<file path="config.mk">
export PLATFORM = sky130hd
export DESIGN_NAME = pipe16_proc
export DESIGN_NICKNAME = d
export VERILOG_FILES = /design/src/source/pipe16_pkg.sv /design/src/source/pipe16_rf_if.sv /design/src/source/pipe16_proc.sv /design/src/source/pipe16_lsu.sv /design/src/source/pipe16_hazard.sv /design/src/source/pipe16_alu.sv /design/src/source/pipe16_regfile.sv /design/src/source/pipe16_control.sv /design/src/source/pipe16_fetch.sv /design/src/source/pipe16_stage_reg.sv
export SDC_FILE = /design/constraint.sdc
export NUM_CORES = 1
export LEC_CHECK = 0
export BUFFER_PORTS_ARGS = -buffer_cell sky130_fd_sc_hd__buf_2
export CORE_MARGIN = 1.5
export CORE_UTILIZATION = 40
export CTS_CLUSTER_DIAMETER = 100
export DETAILED_ROUTE_END_ITERATION = 10
export GPL_TIMING_DRIVEN = 0
export SLEW_MARGIN = 20
export SYNTH_ARGS = -nofsm -noshare
export SYNTH_HDL_FRONTEND = slang
export SYNTH_HIERARCHICAL = 1
export SYNTH_SLANG_ARGS = --single-unit
</file>
<file path="constraint.sdc">
create_clock -name clk -period 8.4 [get_ports clk]
set_input_delay 1.68 -clock clk [delete_from_list [all_inputs] [get_ports clk]]
set_output_delay 1.68 -clock clk [all_outputs]
set_load 0.01 [all_outputs]
</file>
<file path="src/source/pipe16_pkg.sv">
`default_nettype none

package pipe16_pkg;

   localparam int XLEN    = 16;
   localparam int NREG    = 8;
   localparam int RADDR_W = 3;

   // execute operand sources
   localparam logic [1:0] FWD_REG = 2'd0;
   localparam logic [1:0] FWD_WB  = 2'd1;
   localparam logic [1:0] FWD_MEM = 2'd2;

   // opcode lives in inst[15:11]
   typedef enum logic [4:0] {
      OP_NOP  = 5'b00000,
      OP_HALT = 5'b00001,
      OP_ADD  = 5'b00010,
      OP_SUB  = 5'b00011,
      OP_AND  = 5'b00100,
      OP_XOR  = 5'b00101,
      OP_ADDI = 5'b00110,
      OP_LD   = 5'b00111,
      OP_ST   = 5'b01000,
      OP_BEQZ = 5'b01001,
      OP_BNEZ = 5'b01010,
      OP_J    = 5'b01011
   } opcode_e;

   typedef enum logic [1:0] {
      ALU_ADD,
      ALU_SUB,
      ALU_AND,
      ALU_XOR
   } alu_op_e;

   typedef enum logic [1:0] {
      BR_NONE,
      BR_BEQZ,
      BR_BNEZ,
      BR_JUMP
   } br_e;

   typedef struct packed {
      logic    reg_write;
      logic    mem_read;
      logic    mem_write;
      logic    alu_src_imm;
      alu_op_e alu_op;
      br_e     branch;
      logic    halt;
      logic    dest_rt;    // write Rt instead of Rd
   } ctrl_t;

   typedef struct packed {
      logic [XLEN-1:0] pc_inc;
      logic [XLEN-1:0] inst;
   } if_id_t;

   typedef struct packed {
      ctrl_t              ctrl;
      logic [XLEN-1:0]    pc_inc;
      logic [XLEN-1:0]    op_a;
      logic [XLEN-1:0]    op_b;
      logic [XLEN-1:0]    imm;
      logic [RADDR_W-1:0] rs;
      logic [RADDR_W-1:0] rt;
      logic [RADDR_W-1:0] dest;
   } id_ex_t;

   typedef struct packed {
      logic               reg_write;
      logic               mem_read;
      logic               mem_write;
      logic               halt;
      logic [XLEN-1:0]    alu_res;
      logic [XLEN-1:0]    st_data;
      logic [RADDR_W-1:0] dest;
   } ex_mem_t;

   typedef struct packed {
      logic               reg_write;
      logic               mem_to_reg;
      logic               halt;
      logic [XLEN-1:0]    alu_res;
      logic [XLEN-1:0]    ld_data;
      logic [RADDR_W-1:0] dest;
   } mem_wb_t;

   localparam logic [XLEN-1:0] NOP_INST = '0;

endpackage

`default_nettype wire
</file>
<file path="src/source/pipe16_rf_if.sv">
`timescale 1ns/1ps
`default_nettype none

interface pipe16_rf_if
   import pipe16_pkg::*;
();

   logic [RADDR_W-1:0] raddr1;
   logic [RADDR_W-1:0] raddr2;
   logic [XLEN-1:0]    rdata1;
   logic [XLEN-1:0]    rdata2;
   logic               we;
   logic [RADDR_W-1:0] waddr;
   logic [XLEN-1:0]    wdata;

   modport core (output raddr1, raddr2, we, waddr, wdata, input rdata1, rdata2);
   modport rf (input raddr1, raddr2, we, waddr, wdata, output rdata1, rdata2);

endinterface

`default_nettype wire

</file>
<file path="src/source/pipe16_proc.sv">
`timescale 1ns/1ps
`default_nettype none

module pipe16_proc
   import pipe16_pkg::*;
(
   input  logic            clk,
   input  logic            rst_n,
   // instruction port
   output logic [XLEN-1:0] iaddr_o,
   input  logic [XLEN-1:0] inst_i,
   // wishbone data port
   output logic            cyc_o,
   output logic            stb_o,
   output logic            we_o,
   output logic [XLEN-1:0] adr_o,
   output logic [XLEN-1:0] dat_o,
   input  logic [XLEN-1:0] dat_i,
   input  logic            ack_i,
   // status
   output logic            err_o,
   output logic            halt_o
);

   if_id_t          if_id_d;
   if_id_t          if_id_q;
   id_ex_t          id_ex_d;
   id_ex_t          id_ex_q;
   ex_mem_t         ex_mem_d;
   ex_mem_t         ex_mem_q;
   mem_wb_t         mem_wb_d;
   mem_wb_t         mem_wb_q;

   logic [XLEN-1:0] pc_inc;
   logic            stall;
   logic            mem_busy;
   logic            taken;
   logic            redirect;
   logic            halt_pending;
   logic [XLEN-1:0] target;
   ctrl_t           ctrl_id;
   logic            illegal;
   logic [XLEN-1:0] imm_id;
   logic [1:0]      fwd_a;
   logic [1:0]      fwd_b;
   logic [XLEN-1:0] op_a;
   logic [XLEN-1:0] op_b;
   logic [XLEN-1:0] alu_res;
   logic [XLEN-1:0] ld_data;
   logic [XLEN-1:0] wb_data;
   logic            err_q;
   logic            halt_q;

   pipe16_rf_if rf_bus ();

   function automatic logic [XLEN-1:0] fwd_mux(input logic [1:0]      sel,
                                                input logic [XLEN-1:0] rf_val);
      logic [XLEN-1:0] val;
      case (sel)
         FWD_MEM: val = ex_mem_q.alu_res;
         FWD_WB:  val = wb_data;
         default: val = rf_val;
      endcase
      return val;
   endfunction

   ////////////////////////////////////////////////////////////////////////
   // fetch
   ////////////////////////////////////////////////////////////////////////

   // any halt in flight stops fetch; nothing younger may enter
   assign halt_pending = ctrl_id.halt | id_ex_q.ctrl.halt | ex_mem_q.halt
                       | mem_wb_q.halt | halt_q;

   // a frozen pipeline keeps the branch in execute until the bus is done
   assign redirect = taken & ~mem_busy;

   pipe16_fetch u_fetch (
      .clk        (clk),
      .rst_n      (rst_n),
      .hold_i     (stall | mem_busy | halt_pending),
      .redirect_i (redirect),
      .target_i   (target),
      .pc_o       (iaddr_o),
      .pc_inc_o   (pc_inc)
   );

   always_comb begin
      if_id_d.pc_inc = pc_inc;
      if_id_d.inst   = halt_pending ? NOP_INST : inst_i;
   end

   pipe16_stage_reg #(.T(if_id_t)) u_if_id (
      .clk      (clk),
      .rst_n    (rst_n),
      .hold_i   (stall | mem_busy),
      .bubble_i (redirect),
      .d_i      (if_id_d),
      .q_o      (if_id_q)
   );

   ////////////////////////////////////////////////////////////////////////
   // decode
   ////////////////////////////////////////////////////////////////////////

   pipe16_control u_control (
      .inst_i    (if_id_q.inst),
      .ctrl_o    (ctrl_id),
      .illegal_o (illegal)
   );

   assign rf_bus.raddr1 = if_id_q.inst[10:8];
   assign rf_bus.raddr2 = if_id_q.inst[7:5];

   pipe16_regfile u_regfile (
      .clk   (clk),
      .rst_n (rst_n),
      .rf    (rf_bus.rf)
   );

   // imm width follows the instruction format
   always_comb begin
      case (ctrl_id.branch)
         BR_JUMP:          imm_id = {{5{if_id_q.inst[10]}}, if_id_q.inst[10:0]};
         BR_BEQZ, BR_BNEZ: imm_id = {{8{if_id_q.inst[7]}}, if_id_q.inst[7:0]};
         default:          imm_id = {{11{if_id_q.inst[4]}}, if_id_q.inst[4:0]};
      endcase
   end

   always_comb begin
      id_ex_d.ctrl   = ctrl_id;
      id_ex_d.pc_inc = if_id_q.pc_inc;
      id_ex_d.op_a   = rf_bus.rdata1;
      id_ex_d.op_b   = rf_bus.rdata2;
      id_ex_d.imm    = imm_id;
      id_ex_d.rs     = if_id_q.inst[10:8];
      id_ex_d.rt     = if_id_q.inst[7:5];
      id_ex_d.dest   = ctrl_id.dest_rt ? if_id_q.inst[7:5] : if_id_q.inst[4:2];
   end

   pipe16_stage_reg #(.T(id_ex_t)) u_id_ex (
      .clk      (clk),
      .rst_n    (rst_n),
      .hold_i   (mem_busy),
      .bubble_i (stall | redirect),
      .d_i      (id_ex_d),
      .q_o      (id_ex_q)
   );

   ////////////////////////////////////////////////////////////////////////
   // execute
   ////////////////////////////////////////////////////////////////////////

   pipe16_hazard u_hazard (
      .id_rs_i    (if_id_q.inst[10:8]),
      .id_rt_i    (if_id_q.inst[7:5]),
      .ex_dest_i  (id_ex_q.dest),
      .ex_load_i  (id_ex_q.ctrl.mem_read),
      .mem_dest_i (ex_mem_q.dest),
      .mem_regw_i (ex_mem_q.reg_write),
      .wb_dest_i  (mem_wb_q.dest),
      .wb_regw_i  (mem_wb_q.reg_write),
      .ex_rs_i    (id_ex_q.rs),
      .ex_rt_i    (id_ex_q.rt),
      .stall_o    (stall),
      .fwd_a_o    (fwd_a),
      .fwd_b_o    (fwd_b)
   );

   always_comb begin
      op_a = fwd_mux(fwd_a, id_ex_q.op_a);
      op_b = fwd_mux(fwd_b, id_ex_q.op_b);
   end

   pipe16_alu u_alu (
      .op_i     (id_ex_q.ctrl.alu_op),
      .a_i      (op_a),
      .b_i      (id_ex_q.ctrl.alu_src_imm ? id_ex_q.imm : op_b),
      .branch_i (id_ex_q.ctrl.branch),
      .pc_inc_i (id_ex_q.pc_inc),
      .imm_i    (id_ex_q.imm),
      .result_o (alu_res),
      .taken_o  (taken),
      .target_o (target)
   );

   always_comb begin
      ex_mem_d.reg_write = id_ex_q.ctrl.reg_write;
      ex_mem_d.mem_read  = id_ex_q.ctrl.mem_read;
      ex_mem_d.mem_write = id_ex_q.ctrl.mem_write;
      ex_mem_d.halt      = id_ex_q.ctrl.halt;
      ex_mem_d.alu_res   = alu_res;
      ex_mem_d.st_data   = op_b;
      ex_mem_d.dest      = id_ex_q.dest;
   end

   pipe16_stage_reg #(.T(ex_mem_t)) u_ex_mem (
      .clk      (clk),
      .rst_n    (rst_n),
      .hold_i   (mem_busy),
      .bubble_i (1'b0),
      .d_i      (ex_mem_d),
      .q_o      (ex_mem_q)
   );

   ////////////////////////////////////////////////////////////////////////
   // memory
   ////////////////////////////////////////////////////////////////////////

   pipe16_lsu u_lsu (
      .clk     (clk),
      .rst_n   (rst_n),
      .req_i   (ex_mem_q.mem_read | ex_mem_q.mem_write),
      .write_i (ex_mem_q.mem_write),
      .addr_i  (ex_mem_q.alu_res),
      .wdata_i (ex_mem_q.st_data),
      .busy_o  (mem_busy),
      .rdata_o (ld_data),
      .cyc_o   (cyc_o),
      .stb_o   (stb_o),
      .we_o    (we_o),
      .adr_o   (adr_o),
      .dat_o   (dat_o),
      .dat_i   (dat_i),
      .ack_i   (ack_i)
   );

   always_comb begin
      mem_wb_d.reg_write  = ex_mem_q.reg_write;
      mem_wb_d.mem_to_reg = ex_mem_q.mem_read;
      mem_wb_d.halt       = ex_mem_q.halt;
      mem_wb_d.alu_res    = ex_mem_q.alu_res;
      mem_wb_d.ld_data    = ld_data;
      mem_wb_d.dest       = ex_mem_q.dest;
   end

   pipe16_stage_reg #(.T(mem_wb_t)) u_mem_wb (
      .clk      (clk),
      .rst_n    (rst_n),
      .hold_i   (mem_busy),
      .bubble_i (1'b0),
      .d_i      (mem_wb_d),
      .q_o      (mem_wb_q)
   );

   ////////////////////////////////////////////////////////////////////////
   // writeback and status
   ////////////////////////////////////////////////////////////////////////

   assign wb_data      = mem_wb_q.mem_to_reg ? mem_wb_q.ld_data : mem_wb_q.alu_res;
   assign rf_bus.we    = mem_wb_q.reg_write;
   assign rf_bus.waddr = mem_wb_q.dest;
   assign rf_bus.wdata = wb_data;

   always_ff @(posedge clk or negedge rst_n) begin
      if (!rst_n) begin
         err_q  <= 1'b0;
         halt_q <= 1'b0;
      end else begin
         err_q  <= err_q | illegal;
         halt_q <= halt_q | mem_wb_q.halt;
      end
   end

   assign err_o  = err_q;
   assign halt_o = halt_q | mem_wb_q.halt;

   // load data is not ready in MEM; the stall in decode must have kept any
   // real consumer back, so only a bubble may sit behind a load
   a_no_fwd_from_load: assert property (@(posedge clk) disable iff (!rst_n)
      ex_mem_q.mem_read && id_ex_q.ctrl != '0 |-> fwd_a != FWD_MEM && fwd_b != FWD_MEM);

endmodule

`default_nettype wire

</file>
<file path="src/source/pipe16_lsu.sv">
`timescale 1ns/1ps
`default_nettype none

module pipe16_lsu
   import pipe16_pkg::*;
(
   input  logic            clk,
   input  logic            rst_n,
   input  logic            req_i,
   input  logic            write_i,
   input  logic [XLEN-1:0] addr_i,
   input  logic [XLEN-1:0] wdata_i,
   output logic            busy_o,
   output logic [XLEN-1:0] rdata_o,
   // wishbone master
   output logic            cyc_o,
   output logic            stb_o,
   output logic            we_o,
   output logic [XLEN-1:0] adr_o,
   output logic [XLEN-1:0] dat_o,
   input  logic [XLEN-1:0] dat_i,
   input  logic            ack_i
);

   typedef enum logic {
      LSU_IDLE,
      LSU_DONE
   } lsu_state_e;

   lsu_state_e state;

   // cycle is open from the first MEM cycle until ack; DONE releases the
   // pipeline for one cycle so the same request is not issued twice
   assign busy_o = req_i && (state == LSU_IDLE);
   assign cyc_o  = busy_o;
   assign stb_o  = busy_o;
   assign we_o   = busy_o && write_i;
   assign adr_o  = addr_i;
   assign dat_o  = wdata_i;

   always_ff @(posedge clk or negedge rst_n) begin
      if (!rst_n) begin
         state <= LSU_IDLE;
      end else begin
         case (state)
            LSU_IDLE: begin
               if (busy_o && ack_i) begin
                  state <= LSU_DONE;
               end
            end
            default: begin
               state <= LSU_IDLE;
            end
         endcase
      end
   end

   always_ff @(posedge clk) begin
      if (busy_o && ack_i && !write_i) begin
         rdata_o <= dat_i;
      end
   end

   a_adr_stable: assert property (@(posedge clk) disable iff (!rst_n)
      stb_o && !ack_i |=> $stable(adr_o));

endmodule

`default_nettype wire

</file>
<file path="src/source/pipe16_hazard.sv">
`timescale 1ns/1ps
`default_nettype none

module pipe16_hazard
   import pipe16_pkg::*;
(
   input  logic [RADDR_W-1:0] id_rs_i,
   input  logic [RADDR_W-1:0] id_rt_i,
   input  logic [RADDR_W-1:0] ex_dest_i,
   input  logic               ex_load_i,
   input  logic [RADDR_W-1:0] mem_dest_i,
   input  logic               mem_regw_i,
   input  logic [RADDR_W-1:0] wb_dest_i,
   input  logic               wb_regw_i,
   input  logic [RADDR_W-1:0] ex_rs_i,
   input  logic [RADDR_W-1:0] ex_rt_i,
   output logic               stall_o,
   output logic [1:0]         fwd_a_o,
   output logic [1:0]         fwd_b_o
);

   // youngest producer wins
   function automatic logic [1:0] fwd_sel(input logic [RADDR_W-1:0] src);
      logic [1:0] sel;
      sel = FWD_REG;
      if (mem_regw_i && mem_dest_i == src) begin
         sel = FWD_MEM;
      end else if (wb_regw_i && wb_dest_i == src) begin
         sel = FWD_WB;
      end
      return sel;
   endfunction

   // both fields are checked even when the consumer reads only one
   assign stall_o = ex_load_i && (ex_dest_i == id_rs_i || ex_dest_i == id_rt_i);

   always_comb begin
      fwd_a_o = fwd_sel(ex_rs_i);
      fwd_b_o = fwd_sel(ex_rt_i);
   end

endmodule

`default_nettype wire

</file>
<file path="src/source/pipe16_alu.sv">
`timescale 1ns/1ps
`default_nettype none

module pipe16_alu
   import pipe16_pkg::*;
(
   input  alu_op_e         op_i,
   input  logic [XLEN-1:0] a_i,
   input  logic [XLEN-1:0] b_i,
   input  br_e             branch_i,
   input  logic [XLEN-1:0] pc_inc_i,
   input  logic [XLEN-1:0] imm_i,
   output logic [XLEN-1:0] result_o,
   output logic            taken_o,
   output logic [XLEN-1:0] target_o
);

   always_comb begin
      case (op_i)
         ALU_ADD: result_o = a_i + b_i;
         ALU_SUB: result_o = a_i - b_i;
         ALU_AND: result_o = a_i & b_i;
         default: result_o = a_i ^ b_i;
      endcase
   end

   // conditional branches test Rs against zero
   always_comb begin
      case (branch_i)
         BR_BEQZ: taken_o = (a_i == '0);
         BR_BNEZ: taken_o = (a_i != '0);
         BR_JUMP: taken_o = 1'b1;
         default: taken_o = 1'b0;
      endcase
   end

   // pc-relative from the next instruction
   assign target_o = pc_inc_i + imm_i;

endmodule

`default_nettype wire

</file>
<file path="src/source/pipe16_regfile.sv">
`timescale 1ns/1ps
`default_nettype none

module pipe16_regfile
   import pipe16_pkg::*;
(
   input logic     clk,
   input logic     rst_n,
   pipe16_rf_if.rf rf
);

   logic [XLEN-1:0] regs [NREG];

   always_ff @(posedge clk or negedge rst_n) begin
      if (!rst_n) begin
         for (int i = 0; i < NREG; i++) begin
            regs[i] <= '0;
         end
      end else if (rf.we) begin
         regs[rf.waddr] <= rf.wdata;
      end
   end

   // writeback in the same cycle as decode reads the new value
   assign rf.rdata1 = (rf.we && rf.waddr == rf.raddr1) ? rf.wdata : regs[rf.raddr1];
   assign rf.rdata2 = (rf.we && rf.waddr == rf.raddr2) ? rf.wdata : regs[rf.raddr2];

   a_waddr_known: assert property (@(posedge clk) disable iff (!rst_n)
      rf.we |-> !$isunknown(rf.waddr));

endmodule

`default_nettype wire

</file>
<file path="src/source/pipe16_control.sv">
`timescale 1ns/1ps
`default_nettype none

module pipe16_control
   import pipe16_pkg::*;
(
   input  logic [XLEN-1:0] inst_i,
   output ctrl_t           ctrl_o,
   output logic            illegal_o
);

   opcode_e opcode;

   assign opcode = opcode_e'(inst_i[15:11]);

   always_comb begin
      ctrl_o    = '0;
      illegal_o = 1'b0;
      case (opcode)
         OP_NOP: begin
            ctrl_o = '0;
         end
         OP_HALT: begin
            ctrl_o.halt = 1'b1;
         end
         // register-register, result to Rd
         OP_ADD: begin
            ctrl_o.reg_write = 1'b1;
            ctrl_o.alu_op    = ALU_ADD;
         end
         OP_SUB: begin
            ctrl_o.reg_write = 1'b1;
            ctrl_o.alu_op    = ALU_SUB;
         end
         OP_AND: begin
            ctrl_o.reg_write = 1'b1;
            ctrl_o.alu_op    = ALU_AND;
         end
         OP_XOR: begin
            ctrl_o.reg_write = 1'b1;
            ctrl_o.alu_op    = ALU_XOR;
         end
         // immediate forms write Rt
         OP_ADDI: begin
            ctrl_o.reg_write   = 1'b1;
            ctrl_o.alu_src_imm = 1'b1;
            ctrl_o.dest_rt     = 1'b1;
         end
         OP_LD: begin
            ctrl_o.reg_write   = 1'b1;
            ctrl_o.mem_read    = 1'b1;
            ctrl_o.alu_src_imm = 1'b1;
            ctrl_o.dest_rt     = 1'b1;
         end
         OP_ST: begin
            ctrl_o.mem_write   = 1'b1;
            ctrl_o.alu_src_imm = 1'b1;
         end
         OP_BEQZ: begin
            ctrl_o.branch = BR_BEQZ;
         end
         OP_BNEZ: begin
            ctrl_o.branch = BR_BNEZ;
         end
         OP_J: begin
            ctrl_o.branch = BR_JUMP;
         end
         default: begin
            illegal_o = 1'b1;
         end
      endcase
   end

endmodule

`default_nettype wire

</file>
<file path="src/source/pipe16_fetch.sv">
`timescale 1ns/1ps
`default_nettype none

module pipe16_fetch
   import pipe16_pkg::*;
(
   input  logic            clk,
   input  logic            rst_n,
   input  logic            hold_i,
   input  logic            redirect_i,
   input  logic [XLEN-1:0] target_i,
   output logic [XLEN-1:0] pc_o,
   output logic [XLEN-1:0] pc_inc_o
);

   // word addressed, one instruction per address
   assign pc_inc_o = pc_o + XLEN'(1);

   // a taken branch overrides any hold
   always_ff @(posedge clk or negedge rst_n) begin
      if (!rst_n) begin
         pc_o <= '0;
      end else if (redirect_i) begin
         pc_o <= target_i;
      end else if (!hold_i) begin
         pc_o <= pc_inc_o;
      end
   end

endmodule

`default_nettype wire

</file>
<file path="src/source/pipe16_stage_reg.sv">
`timescale 1ns/1ps
`default_nettype none

module pipe16_stage_reg #(
   parameter type T = logic [15:0]
) (
   input  logic clk,
   input  logic rst_n,
   input  logic hold_i,
   input  logic bubble_i,
   input  T     d_i,
   output T     q_o
);

   // all-zero payload decodes as a NOP with no control bits set
   always_ff @(posedge clk or negedge rst_n) begin
      if (!rst_n) begin
         q_o <= '0;
      end else if (!hold_i) begin
         if (bubble_i) begin
            q_o <= '0;
         end else begin
            q_o <= d_i;
         end
      end
   end

endmodule

`default_nettype wire

</file>
==> impl_metrics.env <==
export IMPL_status="finished clean"
export IMPL_rsz0062_at_grt="no"
export IMPL_required_ns=8.84
export IMPL_slew_headroom_pct=31.1
export IMPL_io_pins=88
export IMPL_power_leakage_nw=11.2
export IMPL_drive_gt1_share_pct=26.4
export IMPL_start_kind="register"
export IMPL_r2r_cells=24
export IMPL_viasPerCell=5.39
export IMPL_die_h_um=237
export IMPL_globalplace_congestion=0.953
export IMPL_cp_cell_sequence="xnor2_1 > and4_4 > nor2_2 > inv_1 > ha_1 > clkbuf_1 > a221oi_2 > o31ai_1 > inv_1 > ha_1 > nand4bb_1 > nor3_1 > a21oi_1 > xnor2_1 > ha_1 > a21o_1 > a21oi_2 > or3b_1 > a31o_1 > a21oi_2 > xnor2_1 > mux2i_1 > nand2b_1 > o21ai_1"
export IMPL_synth_area_um2=21900
export IMPL_die_x_um=237
export IMPL_r2r_slack_ns=2.80
export IMPL_r2r_start="u_ex_mem/q_o[2]"
export IMPL_min_period_over_period_pct=66.6
export IMPL_vias=15700
export IMPL_initial_core_util_pct=40.6
export IMPL_internal_power_w=0.00524
export IMPL_synth_area_per_cell_um2=10.7
export IMPL_postCtsSetupBuffers=0
export IMPL_p_seq_share_pct=28.6
export IMPL_clkPwrFrac_pct=21.2
export IMPL_postRouteAntennaNets=0
export IMPL_cts_inserted_buffers=42
export IMPL_hold_class="register to register"
export IMPL_antenna_found_initial=0
export IMPL_htreeDepth=2
export IMPL_cpMaxStageDelayCell="o31ai_1"
export IMPL_clock_skew_ns=0.0252
export IMPL_cts_hold_buffers=0
export IMPL_cts_tree="built"
export IMPL_routed_wl_um=60600
export IMPL_worst_pin_slew_ns=1.02
export IMPL_pre_cts_ws_ns=2.85
export IMPL_core_area_um2=53900
export IMPL_fin_crit_ns=5.60
export IMPL_post_route_drc_count=0
export IMPL_netlist_instances=2047
export IMPL_clk_latency_ns=0.58
export IMPL_die_area_um2=56100
export IMPL_wl_per_cell_um=20.8
export IMPL_fillCellCount=4997
export IMPL_overflow=0
export IMPL_place_hpwl_um=46100
export IMPL_port_buffers=87
export IMPL_switching_share_pct=41.5
export IMPL_power_density_nw_per_um2=362
export IMPL_cts_resized=0
export IMPL_max_stage_delay_ns=0.56
export IMPL_drtPass1Iterations=6
export IMPL_drv_slew=0
export IMPL_max_freq_ghz=0.179
export IMPL_yosys_warnings=6
export IMPL_grt_pass1_vias=15900
export IMPL_antenna_cells=0
export IMPL_cp_arrival_ns=6.04
export IMPL_path_class="register to register"
export IMPL_crit_path_end="u_ex_mem/q_o[34]"
export IMPL_clock_sinks=354
export IMPL_first_iter_violations=1096
export IMPL_reg2reg_to="u_ex_mem/q_o[34]"
export IMPL_worst_setup_path_end_kind="register"
export IMPL_timing_hold_violations_final=0
export IMPL_drv_cap=0
export IMPL_row_count=85
export IMPL_grt_use_total_pct=21.7
export IMPL_path_max_fanout=10
export IMPL_clk_pin_slew_ns=0.06
export IMPL_combPwrFrac_pct=50.2
export IMPL_grt_max_degree=94
export IMPL_fin_ws_ns=2.80
export IMPL_area_growth_pct=13.2
export IMPL_cts_buffer_depth=3
export IMPL_cts_root_buf="clkbuf_16"
export IMPL_final_nets=2277
export IMPL_whs_ns=0.476
export IMPL_grt_pass1_wl_um=94600
export IMPL_p_switching_w=0.00371
export IMPL_finalSetupViolations=0
export IMPL_ir_worst_vdd_uv=201
export IMPL_startpoint="u_ex_mem/q_o[2]"
[area by class of cell]
| type | instances | area, um2 | share of cell area [%] |
|---|---|---|---|
| Timing Repair Buffer | 91 | 556 | 2.24 |
| Multi-Input combinational cell | 1489 | 11700 | 47.3 |
| Buffer | 186 | 1160 | 4.67 |
| Tap cell | 696 | 871 | 3.52 |
| Inverter | 22 | 82.6 | 0.333 |
| Clock inverter | 19 | 282 | 1.14 |
| Sequential cell | 354 | 8940 | 36.1 |
| Clock buffer | 56 | 1170 | 4.74 |
[registers in the layout (all words and copies together), names as in the netlist]
register        flops
u_regfile/regs    128
u_id_ex/q_o        82
u_ex_mem/q_o       39
u_mem_wb/q_o       38
u_if_id/q_o        32
u_fetch/pc_o       16
u_lsu/rdata_o      16
err_o               1
halt_q              1
u_lsu/state         1
[worst min-delay path by stage]
stage	start	to	depth (start not counted)	slack, ns
3_5_place_dp	err_o	err_o	1	0.47
2_1_floorplan	u_mem_wb/q_o[18]	u_mem_wb/q_o[18]	2	0.45
4_1_cts	err_o	err_o	1	0.48
6_report	err_o	err_o	1	0.48
3_3_place_gp	err_o	err_o	1	0.45
5_1_grt	err_o	err_o	1	0.50
[power groups by stage]
stage | Sequential, W | Combinational [W] | Clock (W)
floorplan | 0.00241 | 0.00340 | 0
global placement | 0.00257 | 0.00438 | 0
detailed placement | 0.00258 | 0.00444 | 0
CTS | 0.00256 | 0.00447 | 0.00196
global route | 0.00261 | 0.00493 | 0.00202
finish | 0.00256 | 0.00450 | 0.00190
[stage by stage]
step	setup TNS, ns	instances	area, um2	utilization (%)	power [W]
floorplan	0	2051	21900	-	0.00581
global route	0	2913	24800	45.9	0.00957
global placement	-288.89	2834	23200	43.0	0.00695
detailed placement	0	2838	23300	43.2	0.00702
CTS	0	2913	24800	45.9	0.00898
finish	0	2913	24800	45.9	0.00896
[cells in the final DEF, fill, tap and decap left out, types with 13 or more instances in the layout]
cell type / n
a21oi_1: 40
a221oi_2: 13
a22oi_1: 16
and2_1: 19
buf_1: 19
buf_2: 130
buf_4: 51
buf_6: 24
clkbuf_1: 44
clkbuf_16: 42
dfrtp_1: 338
edfxtp_1: 16
ha_1: 54
inv_1: 22
mux2_2: 196
mux2_4: 21
mux4_1: 60
nand2_1: 271
nand2b_1: 182
nand2b_4: 14
nand4_1: 13
nor2_1: 68
nor2b_1: 24
nor3_1: 14
o21ai_0: 86
o21ai_1: 137
o21ai_2: 17
o31ai_1: 21
xnor2_1: 68
xor2_1: 20
[critical path, delay by kind of cell, from the launching register on]
| family | cells | cell delay, ns |
|---|---|---|
| buffers and inverters | 3 | 0.64 |
| AND/OR/NAND/NOR | 6 | 1.16 |
| XOR/XNOR | 3 | 0.41 |
| flip-flops | 1 | 0.45 |
| adder cells (fa/ha/maj) | 3 | 1.04 |
| AO/OA/AOI/OAI | 8 | 1.65 |
| multiplexers | 1 | 0.10 |
[per-layer routing]
layer / global-route usage (%) / up-vias / wire, um
met5: 0 / - / 0
li1: - / 7473 / -
met2: 35.7 / 324 / 28400
met3: 2.30 / 72 / 2250
met1: 30.7 / 7825 / 28800
met4: 5.48 / 0 / 1220
(Power assumes the default switching activity.)
